$ cat config.mk
export PLATFORM = sky130hd
export DESIGN_NAME = pq_top
export DESIGN_NICKNAME = d
export VERILOG_FILES = /design/src/pq_pkg.sv /design/src/pq_top.sv /design/src/pq_result_out.sv /design/src/pq_bram.sv /design/src/pq_value_router.sv /design/src/pq_sequencer.sv /design/src/pq_cmd_capture.sv
export SDC_FILE = /design/constraint.sdc
export NUM_CORES = 1
export LEC_CHECK = 0
export ABC_AREA = 1
export BUFFER_PORTS_ARGS = -buffer_cell sky130_fd_sc_hd__buf_2
export CELL_PAD_IN_SITES_DETAIL_PLACEMENT = 2
export CELL_PAD_IN_SITES_GLOBAL_PLACEMENT = 2
export CORE_UTILIZATION = 48
export CTS_CLUSTER_DIAMETER = 50
export DETAILED_ROUTE_END_ITERATION = 6
export PLACE_DENSITY_LB_ADDON = 0.08
export SLEW_MARGIN = 20
export SYNTH_ARGS = -nofsm -noshare
export SYNTH_HDL_FRONTEND = slang
export SYNTH_SLANG_ARGS = --single-unit
$ cat constraint.sdc
create_clock -name clk -period 7.96 [get_ports clk]
set_clock_uncertainty 0.1 [all_clocks]
set_input_delay 1.194 -clock clk [delete_from_list [all_inputs] [get_ports clk]]
set_output_delay 1.194 -clock clk [all_outputs]
set_load 0.02 [all_outputs]
$ cat src/pq_pkg.sv
package pq_pkg;

   ////////////////////
   // Sizes
   ////////////////////

   // Key width
   localparam int DATA_W = 32;
   // Queue capacity in keys
   localparam int DEPTH = 16;
   // BRAM address width
   localparam int ADDR_W = $clog2(DEPTH);
   // One extra bit so the count can reach DEPTH
   localparam int CNT_W = ADDR_W + 1;

   ////////////////////
   // Types
   ////////////////////

   // Router operating mode
   typedef enum logic [1:0] {
      ROUTE_IDLE  = 2'd0,
      ROUTE_SWAP  = 2'd1,
      ROUTE_SHIFT = 2'd2
   } route_mode_e;

   // Captured command, insert wins over dequeue
   typedef struct packed {
      logic              op_enq;
      logic              op_deq;
      logic [DATA_W-1:0] key;
   } pq_cmd_t;

   // Sequencer to router
   typedef struct packed {
      route_mode_e       mode;
      logic              at_tail;
      logic [DATA_W-1:0] carried;
      logic [DATA_W-1:0] bram_key;
   } route_req_t;

   // Router back to sequencer
   typedef struct packed {
      logic [DATA_W-1:0] bram_insert;
      logic [DATA_W-1:0] to_register;
      logic              swapped;
   } route_rsp_t;

   // Queue status
   typedef struct packed {
      logic [CNT_W-1:0] count;
      logic             full;
      logic             empty;
   } pq_status_t;

endpackage
$ cat src/pq_top.sv
module pq_top (
   input  logic                      clk,
   input  logic                      rst,
   input  logic                      enq,
   input  logic                      deq,
   input  logic [pq_pkg::DATA_W-1:0] enq_data,
   output logic                      busy,
   output logic                      deq_valid,
   output logic [pq_pkg::DATA_W-1:0] deq_data,
   output logic                      err,
   output pq_pkg::pq_status_t        status
);
   import pq_pkg::*;

   // Input side to sequencer
   logic              cmd_valid;
   pq_cmd_t           cmd;
   // Sequencer to BRAM
   logic [ADDR_W-1:0] addr;
   logic              we;
   logic [DATA_W-1:0] wdata;
   logic [DATA_W-1:0] rdata;
   // Sequencer and router
   route_req_t        req;
   route_rsp_t        rsp;
   // Sequencer to output side
   logic              op_done;
   logic              op_err;
   logic [DATA_W-1:0] head_key;

   ////////////////////
   // Input side
   ////////////////////

   pq_cmd_capture pq_cmd_capture_inst (
      .clk       (clk),
      .rst       (rst),
      .enq       (enq),
      .deq       (deq),
      .enq_data  (enq_data),
      .busy      (busy),
      .cmd_valid (cmd_valid),
      .cmd       (cmd)
   );

   ////////////////////
   // Processing
   ////////////////////

   pq_sequencer pq_sequencer_inst (
      .clk       (clk),
      .rst       (rst),
      .cmd_valid (cmd_valid),
      .cmd       (cmd),
      .busy      (busy),
      .addr      (addr),
      .we        (we),
      .wdata     (wdata),
      .rdata     (rdata),
      .req       (req),
      .rsp       (rsp),
      .status    (status),
      .op_done   (op_done),
      .op_err    (op_err),
      .head_key  (head_key)
   );

   pq_value_router pq_value_router_inst (
      .req (req),
      .rsp (rsp)
   );

   pq_bram pq_bram_inst (
      .clk   (clk),
      .addr  (addr),
      .we    (we),
      .wdata (wdata),
      .rdata (rdata)
   );

   ////////////////////
   // Output side
   ////////////////////

   // Command register holds its payload for the whole operation
   pq_result_out pq_result_out_inst (
      .clk       (clk),
      .rst       (rst),
      .op_done   (op_done),
      .op_err    (op_err),
      .head_key  (head_key),
      .op_is_deq (cmd.op_deq),
      .deq_valid (deq_valid),
      .deq_data  (deq_data),
      .err       (err)
   );

endmodule

$ cat src/pq_result_out.sv
module pq_result_out (
   input  logic                      clk,
   input  logic                      rst,
   input  logic                      op_done,
   input  logic                      op_err,
   input  logic [pq_pkg::DATA_W-1:0] head_key,
   input  logic                      op_is_deq,
   output logic                      deq_valid,
   output logic [pq_pkg::DATA_W-1:0] deq_data,
   output logic                      err
);

   ////////////////////
   // Result pulses
   ////////////////////

   // Dequeue finished this cycle
   logic deq_fin;

   assign deq_fin = op_done & op_is_deq;

   // One-cycle pulses, one cycle after the sequencer
   // Lands in the first cycle with busy low
   always_ff @(posedge clk) begin
      if (rst) begin
         deq_valid <= 1'b0;
         err       <= 1'b0;
      end else begin
         deq_valid <= deq_fin;
         // Rejected insert or dequeue
         err       <= op_err;
      end
   end

   ////////////////////
   // Result data
   ////////////////////

   // Held until the next dequeue completes
   always_ff @(posedge clk) begin
      if (deq_fin) begin
         deq_data <= head_key;
      end
   end

endmodule

$ cat src/pq_bram.sv
module pq_bram (
   input  logic                      clk,
   input  logic [pq_pkg::ADDR_W-1:0] addr,
   input  logic                      we,
   input  logic [pq_pkg::DATA_W-1:0] wdata,
   output logic [pq_pkg::DATA_W-1:0] rdata
);
   import pq_pkg::*;

   ////////////////////
   // Storage
   ////////////////////

   // Sorted keys, largest at address 0
   // Only addresses below the count hold valid keys
   logic [DATA_W-1:0] mem [DEPTH];

   // Single port, read-first
   // Read data valid one cycle after the address
   always_ff @(posedge clk) begin
      if (we) begin
         mem[addr] <= wdata;
      end
      rdata <= mem[addr];
   end

endmodule

$ cat src/pq_value_router.sv
module pq_value_router (
   input  pq_pkg::route_req_t req,
   output pq_pkg::route_rsp_t rsp
);
   import pq_pkg::*;

   ////////////////////
   // Compare
   ////////////////////

   // Carried key wins the slot
   // Strict compare, so equal keys queue behind existing copies
   // Tail slot holds no valid key and is always taken
   logic take;

   assign take = req.at_tail || (req.carried > req.bram_key);

   ////////////////////
   // Route
   ////////////////////

   always_comb begin
      rsp = '0;
      case (req.mode)
         ROUTE_SWAP: begin
            if (take) begin
               // Carried key goes in, stored key travels on
               rsp.bram_insert = req.carried;
               rsp.to_register = req.bram_key;
               rsp.swapped     = 1'b1;
            end else begin
               // Stored key stays put
               rsp.bram_insert = req.bram_key;
               rsp.to_register = req.carried;
               rsp.swapped     = 1'b0;
            end
         end
         ROUTE_SHIFT: begin
            // Key read from the next address moves down one
            rsp.bram_insert = req.bram_key;
            // Carried key untouched during a dequeue
            rsp.to_register = req.carried;
            rsp.swapped     = 1'b0;
         end
         default: begin
            // Idle, all zero
            rsp = '0;
         end
      endcase
   end

endmodule

$ cat src/pq_sequencer.sv
module pq_sequencer (
   input  logic                      clk,
   input  logic                      rst,
   input  logic                      cmd_valid,
   input  pq_pkg::pq_cmd_t           cmd,
   output logic                      busy,
   output logic [pq_pkg::ADDR_W-1:0] addr,
   output logic                      we,
   output logic [pq_pkg::DATA_W-1:0] wdata,
   input  logic [pq_pkg::DATA_W-1:0] rdata,
   output pq_pkg::route_req_t        req,
   input  pq_pkg::route_rsp_t        rsp,
   output pq_pkg::pq_status_t        status,
   output logic                      op_done,
   output logic                      op_err,
   output logic [pq_pkg::DATA_W-1:0] head_key
);
   import pq_pkg::*;

   typedef enum logic [2:0] {
      IDLE,
      INS_RD,
      INS_WR,
      DEQ_HEAD,
      DEQ_RD,
      DEQ_WR,
      FINISH
   } state_e;

   state_e            state;
   // Occupancy, 0 to DEPTH
   logic [CNT_W-1:0]  count;
   // Address walker, reaches count on a full dequeue
   logic [CNT_W-1:0]  idx;
   // Key travelling down the array during an insert
   logic [DATA_W-1:0] carried;
   // Operation kind and reject flag for FINISH
   logic              deq_op;
   logic              rej;
   logic              at_tail;

   // Walker sits on the first free slot
   assign at_tail = (idx == count);

   ////////////////////
   // Status
   ////////////////////

   assign status.count = count;
   assign status.full  = (count == CNT_W'(DEPTH));
   assign status.empty = (count == '0);

   assign busy    = (state != IDLE);
   // FINISH ends every operation, accepted or rejected
   assign op_done = (state == FINISH) & ~rej;
   assign op_err  = (state == FINISH) & rej;

   ////////////////////
   // FSM
   ////////////////////

   always_ff @(posedge clk) begin
      if (rst) begin
         state  <= IDLE;
         count  <= '0;
         idx    <= '0;
         deq_op <= 1'b0;
         rej    <= 1'b0;
      end else begin
         case (state)
            IDLE: begin
               if (cmd_valid) begin
                  deq_op <= ~cmd.op_enq;
                  // Illegal for current count, one cycle in FINISH then err
                  if ((cmd.op_enq && status.full) || (cmd.op_deq && status.empty)) begin
                     rej   <= 1'b1;
                     state <= FINISH;
                  end else if (cmd.op_enq) begin
                     rej   <= 1'b0;
                     idx   <= '0;
                     state <= INS_RD;
                  end else begin
                     // Head read first, shifts start at address 1
                     rej   <= 1'b0;
                     idx   <= CNT_W'(1);
                     state <= DEQ_HEAD;
                  end
               end
            end
            INS_RD: state <= INS_WR;
            INS_WR: begin
               // Tail slot written last
               if (at_tail) begin
                  state <= FINISH;
               end else begin
                  idx   <= idx + 1'b1;
                  state <= INS_RD;
               end
            end
            DEQ_HEAD: state <= DEQ_RD;
            // Nothing left to move down once idx hits count
            DEQ_RD: state <= at_tail ? FINISH : DEQ_WR;
            DEQ_WR: begin
               idx   <= idx + 1'b1;
               state <= DEQ_RD;
            end
            FINISH: begin
               if (!rej) begin
                  count <= deq_op ? count - 1'b1 : count + 1'b1;
               end
               state <= IDLE;
            end
            default: state <= IDLE;
         endcase
      end
   end

   // Carried key and head key
   always_ff @(posedge clk) begin
      if (state == IDLE && cmd_valid && cmd.op_enq) begin
         carried <= cmd.key;
      end else if (state == INS_WR) begin
         // Displaced key moves on to the next address
         carried <= rsp.to_register;
      end
      // First DEQ_RD sees the address 0 read from DEQ_HEAD
      if (state == DEQ_RD && idx == CNT_W'(1)) begin
         head_key <= rdata;
      end
   end

   ////////////////////
   // BRAM and router drive
   ////////////////////

   always_comb begin
      addr         = idx[ADDR_W-1:0];
      we           = 1'b0;
      wdata        = rsp.bram_insert;
      req.mode     = ROUTE_IDLE;
      req.at_tail  = at_tail;
      req.carried  = carried;
      req.bram_key = rdata;
      case (state)
         DEQ_HEAD: addr = '0;
         INS_WR: begin
            req.mode = ROUTE_SWAP;
            // Skip the write when the stored key stays
            we       = rsp.swapped;
         end
         DEQ_WR: begin
            req.mode = ROUTE_SHIFT;
            // Key from idx lands one address lower
            addr     = ADDR_W'(idx - 1'b1);
            we       = 1'b1;
         end
         default: ;
      endcase
   end

endmodule

$ cat src/pq_cmd_capture.sv
module pq_cmd_capture (
   input  logic                      clk,
   input  logic                      rst,
   input  logic                      enq,
   input  logic                      deq,
   input  logic [pq_pkg::DATA_W-1:0] enq_data,
   input  logic                      busy,
   output logic                      cmd_valid,
   output pq_pkg::pq_cmd_t           cmd
);

   ////////////////////
   // Acceptance
   ////////////////////

   // High when a strobe is taken this cycle
   logic accept;

   // Any strobe counts, but only while the queue is idle
   // Also blocked in the cycle the last command is handed over,
   // since busy only rises one cycle after cmd_valid
   assign accept = (enq | deq) & ~busy & ~cmd_valid;

   ////////////////////
   // Command register
   ////////////////////

   // One-cycle valid pulse
   always_ff @(posedge clk) begin
      if (rst) begin
         cmd_valid <= 1'b0;
      end else begin
         cmd_valid <= accept;
      end
   end

   // Payload held until the next accepted strobe
   // Sequencer and output side may look at it during the whole operation
   always_ff @(posedge clk) begin
      if (accept) begin
         // Insert has priority
         cmd.op_enq <= enq;
         // Dequeue only when no insert at the same time
         cmd.op_deq <= deq & ~enq;
         // Key captured even on dequeue, ignored there
         cmd.key    <= enq_data;
      end
   end

endmodule

Word level (Yosys, flattened, before mapping) --
Memory sizes are Yosys's and may differ from the RTL's. A register that Yosys moved wholly into a read port is not among the register bits. Index checks and enable logic that the tools add are counted.
Storage, ports and cells: bits in latches 0, input port bits 36, flip-flop bits (word level) 148, output and inout bits 42, logic and storage cells 87, memory bits (read-only) 0, RAM bits 512, memories 1
Memories:
- pq_bram_inst.mem | depth 16, width 32, read ports 1, clocked after memory_dff 1, write ports 1, line pq_bram.sv:16 | logic [DATA_W-1:0] mem [DEPTH];
Operators by class: multipliers 0, multiplexer cells 22, add/sub/neg operators 4, reductions and logical operators 17, div/mod/pow operators 0, $lt $le $gt $ge 1, equal/unequal tests 16, shift operators 0, bitwise gates (word level) 12
Operators by type and width (count):
- $pmux 65 s2 | 1
- $mux 65 | 1
- $mux 32 | 2
- $gt 32x32->1 | 1
- $mux 5 | 4
- $pmux 3 s5 | 1
- $pmux 5 s3 | 1
- $add 5x1->5 const B | 2
- $eq 3x3->1 const B | 3
- $mux 3 | 3
- $ne 2x2->1 const B | 4
- $pmux 4 s2 | 1
- $and 1x1->1 | 6
- $eq 3x2->1 const B | 2
- $reduce_bool 3->1 | 2
- $eq 5x1->1 const B | 1
- $eq 5x5->1 | 1
- $eq 5x5->1 const B | 1
- $logic_and 1x1->1 | 5
- $logic_not 5->1 | 1
- $not 1->1 | 5
- $sub 5x1->5 const B | 1
- $mux 1 | 4
- $mux 2 | 2
- other kinds (15) | 17

Longest topological paths before layout --
Gate-level depths: netlist (run 1).
word-level depth 7, depth in mapped cells 19, depth with buffers taken out 19

By module --
Synthesis (run 1) repeated with hierarchy kept, for this count alone.
Second synthesis, totals: cell total of the unflattened synthesis 3143, area total of the unflattened synthesis 31422.6 µm²
By module, submodules not included:
- pq_bram | area an instance 22213.8 µm², sequential area each 16015.4 µm², cells an instance 2113, times used 1
- pq_sequencer | area an instance 4018.9 µm², sequential area each 2222.1 µm², cells an instance 409, times used 1
- pq_value_router | area an instance 3089.2 µm², sequential area each 0.0 µm², cells an instance 539, times used 1
- pq_cmd_capture | area an instance 1078.5 µm², sequential area each 1041.0 µm², cells an instance 43, times used 1
- pq_result_out | area an instance 1022.2 µm², sequential area each 1001.0 µm², cells an instance 39, times used 1

Least setup slack after synthesis (run 1) --
Ideal clock, no wire load.
path kind register to register, from register pq_sequencer_inst.state[2], to register pq_sequencer_inst.carried[0], enable pin, required time 7.394 ns, setup time 0.466 ns, path buffers 0, clock period less this slack 3.834 ns, cell stages (with the launch flop) 8, data arrival time 3.268 ns, path slack 4.126 ns, cell sequence dfxtp_1 inv_2 nand2_1 nor2_1 inv_1 nor2_1 inv_1 o21ai_0
Between the ends: word-level cells in the longest chain between the ends 5, elaborated cells between the ends (all ways) 12, those cells by class eq/ne (6); mux (1); reduce/logical (5)
RTL lines:
- from (decl) | line pq_sequencer.sv:30 | state_e state;
- from (signal assigned) | line pq_sequencer.sv:102 | DEQ_RD: state <= at_tail ? FINISH : DEQ_WR;
- $eq 3x3->1, or another cell as far along | line pq_sequencer.sv:144 | case (state)
- $pmux 2 s2 / $logic_and 1x1->1 (equally long branches) | line pq_sequencer.sv:144, pq_sequencer.sv:120
- $eq 2x1->1, or another cell as far along | line pq_value_router.sv:24 | case (req.mode)
- $ne 3x2->1 (no line), or another cell as far along
- $reduce_and 3->1 (no line) (*)
- to (signal assigned) | line pq_sequencer.sv:121 | carried <= cmd.key;
- to (signal assigned) | line pq_sequencer.sv:124 | carried <= rsp.to_register;
- to (decl) | line pq_sequencer.sv:36 | logic [DATA_W-1:0] carried;
Mark *: on every way between the ends. The rest lies on a longest branch, timed or not. A chain may end at the register's enable or synchronous reset.

Worst setup path after layout (run 1) --
from register pq_sequencer_inst.idx[0], to register pq_bram_inst.rdata[9] (netlist bit), read port of pq_bram_inst.mem
Between the ends: word-level cells in the longest chain between the ends 2
RTL lines:
- from (decl) | line pq_sequencer.sv:34 | logic [CNT_W-1:0] idx;
- from (signal assigned) | line pq_sequencer.sv:96 | idx <= idx + 1'b1;
- from (signal assigned) | line pq_sequencer.sv:104 | idx <= idx + 1'b1;
- $sub 4x1->4 | line pq_sequencer.sv:154 | addr = ADDR_W'(idx - 1'b1);
- $pmux 4 s2 (*) | line pq_sequencer.sv:144
- to (decl) | line pq_bram.sv:6 | output logic [pq_pkg::DATA_W-1:0] rdata
Marks and branches as above.

==> impl_metrics.csv, run 1 <==
group,metric,value,unit
outcome,status,"finished clean",
pwr,switchingPower,4087,µW
synth,syn_inst,2044,
sta,hold_slack,0.3184,ns
sta,rsz0062_at_grt,"false",
sta,report.final.slew_viol_count,0,
routing,num_vias,18100,
cts,cts_resized,0,
floorplanning,core_area,55520,µm²
synth,synth_nets,2119,
setup_path,worstPathRequired,8.40,ns
setup_path,slowest_stage,"nor2_4",
pwr,internal_power,7387,µW
cts,clock_path_buffers,3,
pwr,switching_share,35.62,%
sta,worst_pin_slew,1.092,ns
min_path,hp-start,"pq_sequencer_inst.head_key[12]$_DFFE_PP_",
routing,wl_per_cell,31.09,µm
sta,period_needed,4.546,ns
synth,syn_area,27200,µm²
finish,num-nets-final,2240,
synth,syn_area_per_cell,13.31,µm²
setup_path,path_delay_family,"buffers and inverters",
cts,numCtsBuffers,77,
grt,gr-total-overflow,0,
cts,root_buffer,"clkbuf_16",
routing,dr.pass1.iters,7,
synth,yosysWarnings,0,
synth,synth_edf_count,642,
sta,fmax,220.0,MHz
finish,final_cells,2976,
synth,synth.most_common_cell,"edfxtp_1",
min_path,hold_path_depth,0,
pwr,seqPwrFrac,42.5,%
sta,hold_viol_final,0,
grt,grt_pass1_vias,19420,
sta,slew_headroom,27.03,%
grt,grt_pass1_wl,132.3,mm
pwr,p_leak,0.01168,µW
setup_path,crit_path_start_kind,"flip-flop",
synth,ys_seq_area_share,74.55,%
sta,finalCritPeriodShare,57.11,%
synth,yosysTopAreaCell,"edfxtp_1",
cts,cts_setup_buffers,0,
cts,h-tree-depth,3,
routing,antenna_left,0,
routing,via_per_inst,6.083,
floorplanning,ios,78,
min_path,hold_end,"pq_result_out_inst.deq_data[12]$_DFFE_PP_",
grt,grt_max_degree,78,
synth,synth_top_area_share,70.87,%
cts,cts_tree,"yes",
pwr,comb_power_share,26.6,%
setup_path,crit_fanout,58,
setup_path,arrival,4.98,ns
floorplanning,initial_core_util,48.99,%
floorplanning,dieArea,57630,µm²
placement,hpwl,53.69,mm
floorplanning,die_y,240.1,µm
floorplanning,rows,86,
routing,drc,0,
routing,drtIter0Drc,1891,
setup_path,reg2reg_from,"pq_sequencer_inst.idx[0]$_SDFFE_PP0P_",
synth,ys_seq_elements,692,
routing,wl,92.51,mm
synth,synth_area_leaders,"edfxtp_1 71%, nand2_1 7.4%, a22oi_1 7.1%",
finish,drive_gt1_share,13.45,%
placement,dp.cells,2819,
sta,setup_tns,0,ns
setup_path,reg2reg_slack,3.41,ns
setup_path,worstSetupEndpointType,"flip-flop",
cts,clock-sinks,692,
floorplanning,chipWidth,240.1,µm
synth,yosys_most_used_dff,"edfxtp_1",
finish,area_growth_syn_to_layout,15.56,%
placement,portBuffers,77,
cts,postCtsHoldBufs,0,
setup_path,critical_path_class,"reg2reg",
synth,async_flop_share,0,%
setup_path,slowest_delay,0.76,ns
grt,track_usage,32.05,%
setup_path,rr_worst_depth,12,
grt,antenna_found_initial,5,
cts,cts.clk_slew.worst_paths,0.06,ns
pwr,power_density,365.0,nW/µm²
setup_path,worstReg2RegEnd,"pq_bram_inst.rdata[9]$_DFF_P_",
sta,setup_viol,0,
cts,clock_latency,0.64,ns
synth,synth_commonest_cells,"642 x edfxtp_1, 537 x nand2_1, 256 x a22oi_1",
pwr,clock_power_share,30.9,%
setup_path,crit_top_cell,"nand2_1",
finish,final.fill_count,5045,
setup_path,path_cells,"inv_1 > ha_1 > o22ai_2 > nor2_4 > buf_4 > buf_4 > a22oi_1 > nand2_1 > nand2_1 > nand2_1 > inv_1 > nand2_1",
min_path,hold_class,"reg2reg",
flow_run,maxCapViolations,0,
pwr,ir_drop,0.2241,mV
setup_path,crit_buf_inv,4,
synth,ys_types,38,
placement,place_congestion,0.7768,
## layout by cell type (no fill, tap or decap), drive strengths merged, types with 2 or more instances in the layout
| cell | instances |
|---|---|
| xor2 | 4 |
| nor4 | 2 |
| nand4 | 3 |
| clkinv | 21 |
| inv | 146 |
| a21oi | 51 |
| nor3b | 2 |
| bufinv | 3 |
| o21a | 2 |
| a21o | 2 |
| dfxtp | 50 |
| clkbuf | 106 |
| ha | 38 |
| o21ai | 50 |
| buf | 142 |
| nand2 | 539 |
| o211ai | 2 |
| nor3 | 10 |
| nand3 | 82 |
| edfxtp | 642 |
| nor2 | 52 |
| clkinvlp | 4 |
| a22oi | 256 |
| xnor2 | 2 |
| o221ai | 2 |
| nand3b | 2 |
| a211oi | 3 |
| diode | 5 |
## worst max path at each step
stage,startpoint,to,slack (ns),cells after the start
CTS,pq_bram_inst.rdata[27]$_DFF_P_,pq_bram_inst.mem[12][20]$_DFFE_PP_,3.21,14
global placement,pq_bram_inst.rdata[31]$_DFF_P_,pq_bram_inst.mem[2][23]$_DFFE_PP_,3.75,14
global route,pq_bram_inst.rdata[29]$_DFF_P_,pq_bram_inst.mem[5][17]$_DFFE_PP_,3.26,14
floorplan,pq_sequencer_inst.state[2]$_SDFFE_PP0P_,pq_sequencer_inst.carried[0]$_DFFE_PP_,4.13,7
detailed placement,pq_bram_inst.rdata[27]$_DFF_P_,pq_bram_inst.mem[12][23]$_DFFE_PP_,3.33,14
finish,pq_sequencer_inst.idx[0]$_SDFFE_PP0P_,pq_bram_inst.rdata[9]$_DFF_P_,3.41,12
## registers in the layout, summed over array words and instances, names as in the netlist
| register | flops |
|---|---|
| pq_result_out_inst.err | 1 |
| pq_sequencer_inst.idx | 5 |
| pq_sequencer_inst.rej | 1 |
| pq_sequencer_inst.carried | 32 |
| pq_bram_inst.rdata | 32 |
| pq_sequencer_inst.count | 5 |
| pq_result_out_inst.deq_data | 32 |
| pq_result_out_inst.deq_valid | 1 |
| pq_sequencer_inst.state | 3 |
| pq_cmd_capture_inst.cmd_valid | 1 |
| pq_bram_inst.mem | 512 |
| pq_sequencer_inst.head_key | 32 |
| pq_sequencer_inst.deq_op | 1 |
| pq_cmd_capture_inst.cmd | 34 |
## final cells by class
cell class	instances	area (µm²)	area share [%]
Sequential cell	692	20280	64.51
Multi-Input combinational cell	1109	6082	19.35
Clock buffer	106	2137	6.798
Timing Repair Buffer	142	1142	3.634
Tap cell	748	935.9	2.977
Inverter	143	544.3	1.731
Clock inverter	31	304.0	0.9671
Antenna cell	5	12.51	0.03980
## cell families after synthesis
kind of cell               synth area share [%]
AOI/OAI and AO/OA                         9.309
adders and majority gates                 1.821
and+or+nand+nor                           10.21
buffers and inverters                     3.919
DFF                                       74.55
xor gates and xnor gates                 0.1932
## per-stage QoR
stage / area, µm² / total power [µW] / worst slack [ns] / utilization, %
3_3_place_gp: 28550 / 7516 / 3.752 / 51.42
4_1_cts: 31110 / 11430 / 3.212 / 56.02
6_report: 31440 / 11470 / 3.414 / 56.62
3_5_place_dp: 28670 / 7809 / 3.332 / 51.63
5_1_grt: 31430 / 11870 / 3.257 / 56.60
2_1_floorplan: 27200 / 6591 / 4.126 / -
## power by group through the flow
stage	logic, µW	registers, µW	clock network, µW
2_1_floorplan	1730	4860	0
3_3_place_gp	2630	4890	0
3_5_place_dp	2870	4940	0
4_1_cts	2970	4880	3580
5_1_grt	3270	4900	3700
6_report	3050	4880	3550
## layer usage
metal,share of wire (%),track usage [%]
met1,42,43.93
met2,49,52.84
met3,6.3,5.327
met4,2.3,9.033
met5,0.014,0
(Power assumes the default switching activity.)
==> inputs of run 2 (changes only) <==
- CORE_UTILIZATION: 48 -> 44
- clock period: 7.96 -> 4.2 ns (I/O delays scaled with it)
==> run 2 against run 1 <==
Against the previous run:
- register-to-register slack got worse by 2.8 ns
- total power increased by 93%
- non-clock buffer count increased by 14
- worst hold slack got worse by 0.24 ns
- clock power increased by 100%
- global-route usage decreased by 3.2 points
- combinational power increased by 90%
- sequential power increased by 89%
- die area increased by 9.0%
- utilization decreased by 4.4 points
- clock-buffer cell count decreased by 6
- worst setup slack got worse by 2.8 ns
- largest cell class unchanged
==> impl_metrics.csv, run 2 (synthesized netlist as in run 1, its figures left out) <==
group,metric,value,unit
outcome,status,"finished clean",
placement,hpwl,55.51,mm
sta,report.final.slew_viol_count,0,
finish,final.fill_count,5693,
cts,cts_resized,0,
min_path,hold_path_depth,1,
grt,grt_pass1_vias,19550,
sta,worst_pin_slew,1.029,ns
floorplanning,chipWidth,250.7,µm
grt,grt_max_degree,69,
finish,final_common_cell,"edfxtp_1",
cts,cts.clk_slew.worst_paths,0.06,ns
routing,via_per_inst,5.831,
floorplanning,rows,90,
routing,drtIter0Drc,1298,
cts,clock_path_buffers,3,
setup_path,worstPathRequired,4.35,ns
routing,antenna_left,0,
sta,hold_viol_final,0,
setup_path,path_delay_family,"simple AND/OR/NAND/NOR gates",
setup_path,rr_worst_depth,14,
setup_path,slowest_stage,"buf_4",
pwr,total_power,22150,µW
setup_path,crit_top_cell,"nand2_1",
cts,postCtsHoldBufs,0,
cts,cts_setup_buffers,0,
min_path,hold_end,"pq_cmd_capture_inst.cmd[25]$_DFFE_PP_",
min_path,hp-start,"enq_data[25]",
grt,grt_pass1_wl,130.9,mm
finish,largest_reg_flops,512,
setup_path,critical_path_class,"reg2reg",
finish,drive_gt1_share,14.44,%
pwr,switching_share,34.84,%
floorplanning,ios,78,
setup_path,arrival,3.73,ns
sta,setup_viol,0,
floorplanning,dieArea,62830,µm²
cts,clock-sinks,692,
grt,antenna_found_initial,8,
finish,multiInputGateArea,6067,µm²
pwr,ir_drop,0.4332,mV
finish,max_flop_register,"pq_bram_inst.mem",
sta,finalCritPeriodShare,85.23,%
pwr,clock_power_share,32.3,%
cts,numCtsBuffers,84,
setup_path,worstSetupEndpointType,"flip-flop",
setup_path,worstReg2RegEnd,"pq_bram_inst.mem[0][31]$_DFFE_PP_",
floorplanning,die_y,250.7,µm
routing,dr.pass1.iters,7,
pwr,p_leak,0.01185,µW
grt,track_usage,28.90,%
sta,period_needed,3.580,ns
pwr,seqPwrFrac,41.6,%
finish,reg_top3,"pq_bram_inst.mem: 512 flops, pq_cmd_capture_inst.cmd: 34 flops",
setup_path,crit_buf_inv,2,
setup_path,crit_path_start_kind,"flip-flop",
cts,root_buffer,"clkbuf_16",
routing,num_vias,17690,
pwr,comb_power_share,26.1,%
min_path,hold_class,"in2reg",
cts,h-tree-depth,3,
cts,cts_tree,"yes",
flow_run,maxCapViolations,0,
finish,seq_area,20280,µm²
setup_path,slowest_delay,0.48,ns
setup_path,reg2reg_from,"pq_bram_inst.rdata[31]$_DFF_P_",
setup_path,reg2reg_slack,0.62,ns
setup_path,crit_fanout,32,
sta,setup_tns,0,ns
floorplanning,core_area,60700,µm²
finish,mostFrequentLayoutCells,"642 x edfxtp_1, 536 x nand2_1, 256 x a22oi_1",
pwr,internal_power,14440,µW
floorplanning,initial_core_util,44.82,%
placement,place_congestion,0.8034,
sta,rsz0062_at_grt,"false",
grt,gr-total-overflow,0,
pwr,switchingPower,7717,µW
placement,portBuffers,77,
pwr,power_density,699.0,nW/µm²
sta,slew_headroom,31.21,%
routing,drc,0,
finish,area_growth_syn_to_layout,16.50,%
finish,num-nets-final,2261,
routing,wl,89.48,mm
sta,fmax,279.4,MHz
setup_path,path_cells,"inv_1 > ha_1 > nand2_1 > nor3_1 > and3_1 > nand2_1 > nand2_1 > nand2_2 > nand2_1 > nand2_1 > nand2_1 > nand2_1 > nor2_4 > buf_4",
routing,wl_per_cell,29.49,µm
cts,clock_latency,0.63,ns
[run 2: how the worst max path moves through the flow]
stage | startpoint | end | slack, ns | cells past startpoint
detailed placement | pq_bram_inst.rdata[31]$_DFF_P_ | pq_bram_inst.mem[0][22]$_DFFE_PP_ | 0.64 | 14
CTS | pq_bram_inst.rdata[31]$_DFF_P_ | pq_bram_inst.mem[2][1]$_DFFE_PP_ | 0.61 | 14
finish | pq_bram_inst.rdata[31]$_DFF_P_ | pq_bram_inst.mem[0][31]$_DFFE_PP_ | 0.62 | 14
global route | pq_bram_inst.rdata[31]$_DFF_P_ | pq_bram_inst.mem[3][16]$_DFFE_PP_ | 0.37 | 14
floorplan | pq_sequencer_inst.state[2]$_SDFFE_PP0P_ | pq_sequencer_inst.carried[0]$_DFFE_PP_ | 0.37 | 7
global placement | pq_bram_inst.rdata[31]$_DFF_P_ | pq_bram_inst.mem[3][23]$_DFFE_PP_ | 0.84 | 14
[run 2: metrics by stage]
stage          std cells  cell area [µm²]  setup slack, ns  utilization (%)  hold WS (ns)
2_1_floorplan       2044            27200           0.3661                -        0.3003
3_3_place_gp        2881            28980           0.8373            47.74        0.3004
3_5_place_dp        2881            28980           0.6405            47.74        0.3052
4_1_cts             3032            31670           0.6144            52.18       0.04706
5_1_grt             3033            31690           0.3693            52.21       0.04979
6_report            3034            31690           0.6204            52.21       0.07461
[run 2: power groups by stage]
stage          clock network (µW)  registers [µW]  logic [µW]
2_1_floorplan                   0            9220        3270
3_3_place_gp                    0            9280        5310
3_5_place_dp                    0            9340        5640
4_1_cts                      7270            9230        5770
5_1_grt                      7490            9290        6270
6_report                     7150            9220        5780
[run 2: area by class of cell]
type,count,share of cell area [%]
Timing Repair Buffer,156,3.561
Sequential cell,692,63.99
Tap cell,782,3.087
Inverter,143,1.710
Antenna cell,1,0.007896
Clock buffer,100,7.024
Clock inverter,51,1.477
Multi-Input combinational cell,1109,19.14
[run 2: worst register-to-register path, stage by stage (launching register included)]
cell,delay (ns)
dfxtp_1,0.37
inv_1,0.09
ha_1,0.31
nand2_1,0.13
nor3_1,0.28
and3_1,0.26
nand2_1,0.07
nand2_1,0.08
nand2_2,0.08
nand2_1,0.08
nand2_1,0.10
nand2_1,0.23
nand2_1,0.32
nor2_4,0.17
buf_4,0.48
[run 2: metal layers]
metal  part of all wire [%]  global-route usage (%)
met1                     41                   36.97
met2                     50                   49.26
met3                    5.3                   5.185
met4                    3.3                   10.31
met5                  0.028                       0
==> inputs of run 3 (changes only) <==
- clock period: 4.2 -> 3.6 ns (I/O delays scaled with it)
==> run 3 against run 2 <==
Against the previous run:
- first-iteration DRC count is 11% lower
- highest routed layer is now met4
- largest power group unchanged
- register-to-register slack worse by 0.39 ns
- clock-buffer cell count is 5 higher
- worst hold slack worse by 0.044 ns
- fmax is 6.3% higher
- wire length is 0.68% lower
- clock power is 18% higher
- sequential share of layout area is 1.6 points lower
- non-clock buffer count is 57 higher
- combinational power is 20% higher
- sequential cell count stayed put
==> impl_metrics.csv, run 3 (synthesized netlist as in run 1, its figures left out) <==
group,metric,value,unit
setup_path,path_cells,"inv_1 > ha_1 > nand2_1 > nor2_1 > and3_1 > nand2_1 > nand2_1 > nand2_2 > nand2_1 > nand2_1 > nand2_1 > nand2_1 > nor2_4 > buf_12",
setup_path,reg2reg_slack,0.23,ns
finish,multiInputGateArea,6073,µm²
sta,rsz0062_at_grt,"false",
placement,place_ws,0.2333,ns
sta,finalWorstSetupSlack,0.2333,ns
cts,cts.clk_slew.worst_paths,0.06,ns
grt,gr-total-overflow,0,
pwr,p_leak,0.01219,µW
floorplanning,initial_core_util,44.82,%
grt,grt_pass1_vias,19980,
cts,h-tree-depth,3,
sta,report.final.slew_viol_count,0,
sta,finalCritPeriodShare,93.52,%
finish,area_growth_syn_to_layout,19.46,%
finish,post-route-util,53.54,%
setup_path,slowest_delay,0.43,ns
finish,seq_area,20280,µm²
grt,antenna_found_initial,5,
routing,antenna_left,0,
setup_path,worstSetupEndpointType,"flip-flop",
cts,cts_tree,"yes",
finish,mostFrequentLayoutCells,"642 x edfxtp_1, 536 x nand2_1, 256 x a22oi_1",
setup_path,crit_buf_inv,2,
sta,slew_headroom,50.47,%
finish,max_flop_register,"pq_bram_inst.mem",
placement,hpwl,54.80,mm
floorplanning,dieArea,62830,µm²
grt,grt_max_degree,72,
setup_path,path_delay_family,"simple AND/OR/NAND/NOR gates",
routing,drtIter0Drc,1151,
setup_path,slowest_stage,"nor2_4",
finish,reg_top3,"pq_bram_inst.mem: 512 flops, pq_cmd_capture_inst.cmd: 34 flops",
pwr,ir_drop,0.5949,mV
setup_path,crit_path_start,"pq_bram_inst.rdata[23]$_DFF_P_",
floorplanning,chipWidth,250.7,µm
setup_path,critical_path_class,"reg2reg",
routing,dr.pass1.iters,5,
pwr,power_density,803.5,nW/µm²
placement,portBuffers,77,
min_path,hold_class,"in2reg",
setup_path,crit_path_start_kind,"flip-flop",
sta,fmax,297.0,MHz
setup_path,crit_top_cell,"nand2_1",
grt,track_usage,28.62,%
flow_run,maxCapViolations,0,
routing,wl,88.87,mm
cts,clock_path_buffers,3,
floorplanning,rows,90,
routing,num_vias,17840,
cts,numCtsBuffers,84,
setup_path,reg2reg_from,"pq_bram_inst.rdata[23]$_DFF_P_",
routing,wl_per_cell,28.71,µm
outcome,status,"finished clean",
setup_path,crit_end,"pq_bram_inst.mem[9][19]$_DFFE_PP_",
setup_path,worstReg2RegEnd,"pq_bram_inst.mem[9][19]$_DFFE_PP_",
setup_path,worstPathRequired,3.83,ns
floorplanning,die_y,250.7,µm
floorplanning,core_area,60700,µm²
cts,root_buffer,"clkbuf_16",
setup_path,cp.depth,14,
sta,hold_viol_final,0,
finish,final_common_cell,"edfxtp_1",
finish,largest_reg_flops,512,
placement,place_congestion,0.7840,
sta,worst_pin_slew,0.7351,ns
sta,period_needed,3.367,ns
grt,grt_pass1_wl,131.0,mm
setup_path,arrival,3.60,ns
finish,final.fill_count,5590,
finish,drive_gt1_share,15.18,%
cts,clock_latency,0.64,ns
sta,setup_viol,0,
finish,num-nets-final,2318,
routing,via_per_inst,5.761,
cts,cts_resized,0,
setup_path,crit_fanout,12,
min_path,hold_path_depth,1,
routing,drc,0,
setup_path,rr_worst_depth,14,
cts,clock-sinks,692,
floorplanning,ios,78,
[run 3: cell count changes in the layout (fill, tap and decap cells not counted), moves of 2 or more]
cell           delta
clkbuf_1          +6
buf_4             +4
buf_12           +22
inv_8             -4
clkinvlp_4        -2
inv_6             +5
dlygate4sd3_1    +31
[run 3: layout make-up]
type / instances / area share, %
Multi-Input combinational cell: 1109 / 18.69
Inverter: 143 / 1.667
Tap cell: 782 / 3.011
Timing Repair Buffer: 213 / 5.875
Clock inverter: 51 / 1.509
Antenna cell: 1 / 0.007700
Clock buffer: 105 / 6.841
Sequential cell: 692 / 62.40
[run 3: what timing repair did]
| item | CTS | global route |
|---|---|---|
| endpoints found under the hold margin | 31 | 0 |
| buffers inserted | 0 | 7 |
| hold buffers | 31 | 0 |
| endpoints found under the setup margin | 0 | 5 |
[run 3: worst min path at each step]
| stage | startpoint | endpoint | slack, ns |
|---|---|---|---|
| floorplan | pq_sequencer_inst.head_key[0]$_DFFE_PP_ | pq_result_out_inst.deq_data[0]$_DFFE_PP_ | 0.30 |
| global placement | pq_sequencer_inst.head_key[8]$_DFFE_PP_ | pq_result_out_inst.deq_data[8]$_DFFE_PP_ | 0.30 |
| finish | enq | pq_cmd_capture_inst.cmd[33]$_DFFE_PP_ | 0.03 |
| detailed placement | pq_sequencer_inst.head_key[7]$_DFFE_PP_ | pq_result_out_inst.deq_data[7]$_DFFE_PP_ | 0.31 |
| CTS | enq | pq_cmd_capture_inst.cmd[33]$_DFFE_PP_ | 0.002 |
| global route | enq_data[3] | pq_cmd_capture_inst.cmd[3]$_DFFE_PP_ | 0.02 |
[run 3: metal layers]
| metal | GRT usage (%) | vias to the layer above | share of wire, % |
|---|---|---|---|
| met5 | 0 | - | 0 |
| met4 | 9.308 | 0 | 2.8 |
| met3 | 4.946 | 151 | 5.3 |
| met2 | 48.32 | 509 | 49 |
| met1 | 37.52 | 9350 | 43 |
| li1 | - | 7827 | - |
[run 3: power by group]
| group | internal, µW | leakage (µW) | switching [µW] | total [µW] |
|---|---|---|---|---|
| registers | 10200 | 0.00635 | 521 | 10800 |
| clock network | 4930 | 0.00132 | 3480 | 8410 |
| logic | 1920 | 0.00451 | 5020 | 6940 |
[run 3: worst register-to-register path, stage by stage, from the launching register on]
cell,delay (ns)
dfxtp_1,0.40
inv_1,0.11
ha_1,0.32
nand2_1,0.10
nor2_1,0.17
and3_1,0.27
nand2_1,0.08
nand2_1,0.07
nand2_2,0.07
nand2_1,0.08
nand2_1,0.08
nand2_1,0.25
nand2_1,0.31
nor2_4,0.43
buf_12,0.21
[run 3: through the flow]
step | std cells | cell area (µm²) | hold WS [ns] | total power, µW | TNS (ns)
2_1_floorplan | 2044 | 27210 | 0.3003 | 14570 | -52.41
3_3_place_gp | 2901 | 29410 | 0.3005 | 17250 | 0
4_1_cts | 3088 | 32430 | 0.001927 | 26200 | 0
5_1_grt | 3095 | 32500 | 0.01787 | 27190 | 0
6_report | 3096 | 32500 | 0.03105 | 26110 | 0
3_5_place_dp | 2901 | 29410 | 0.3079 | 17700 | 0
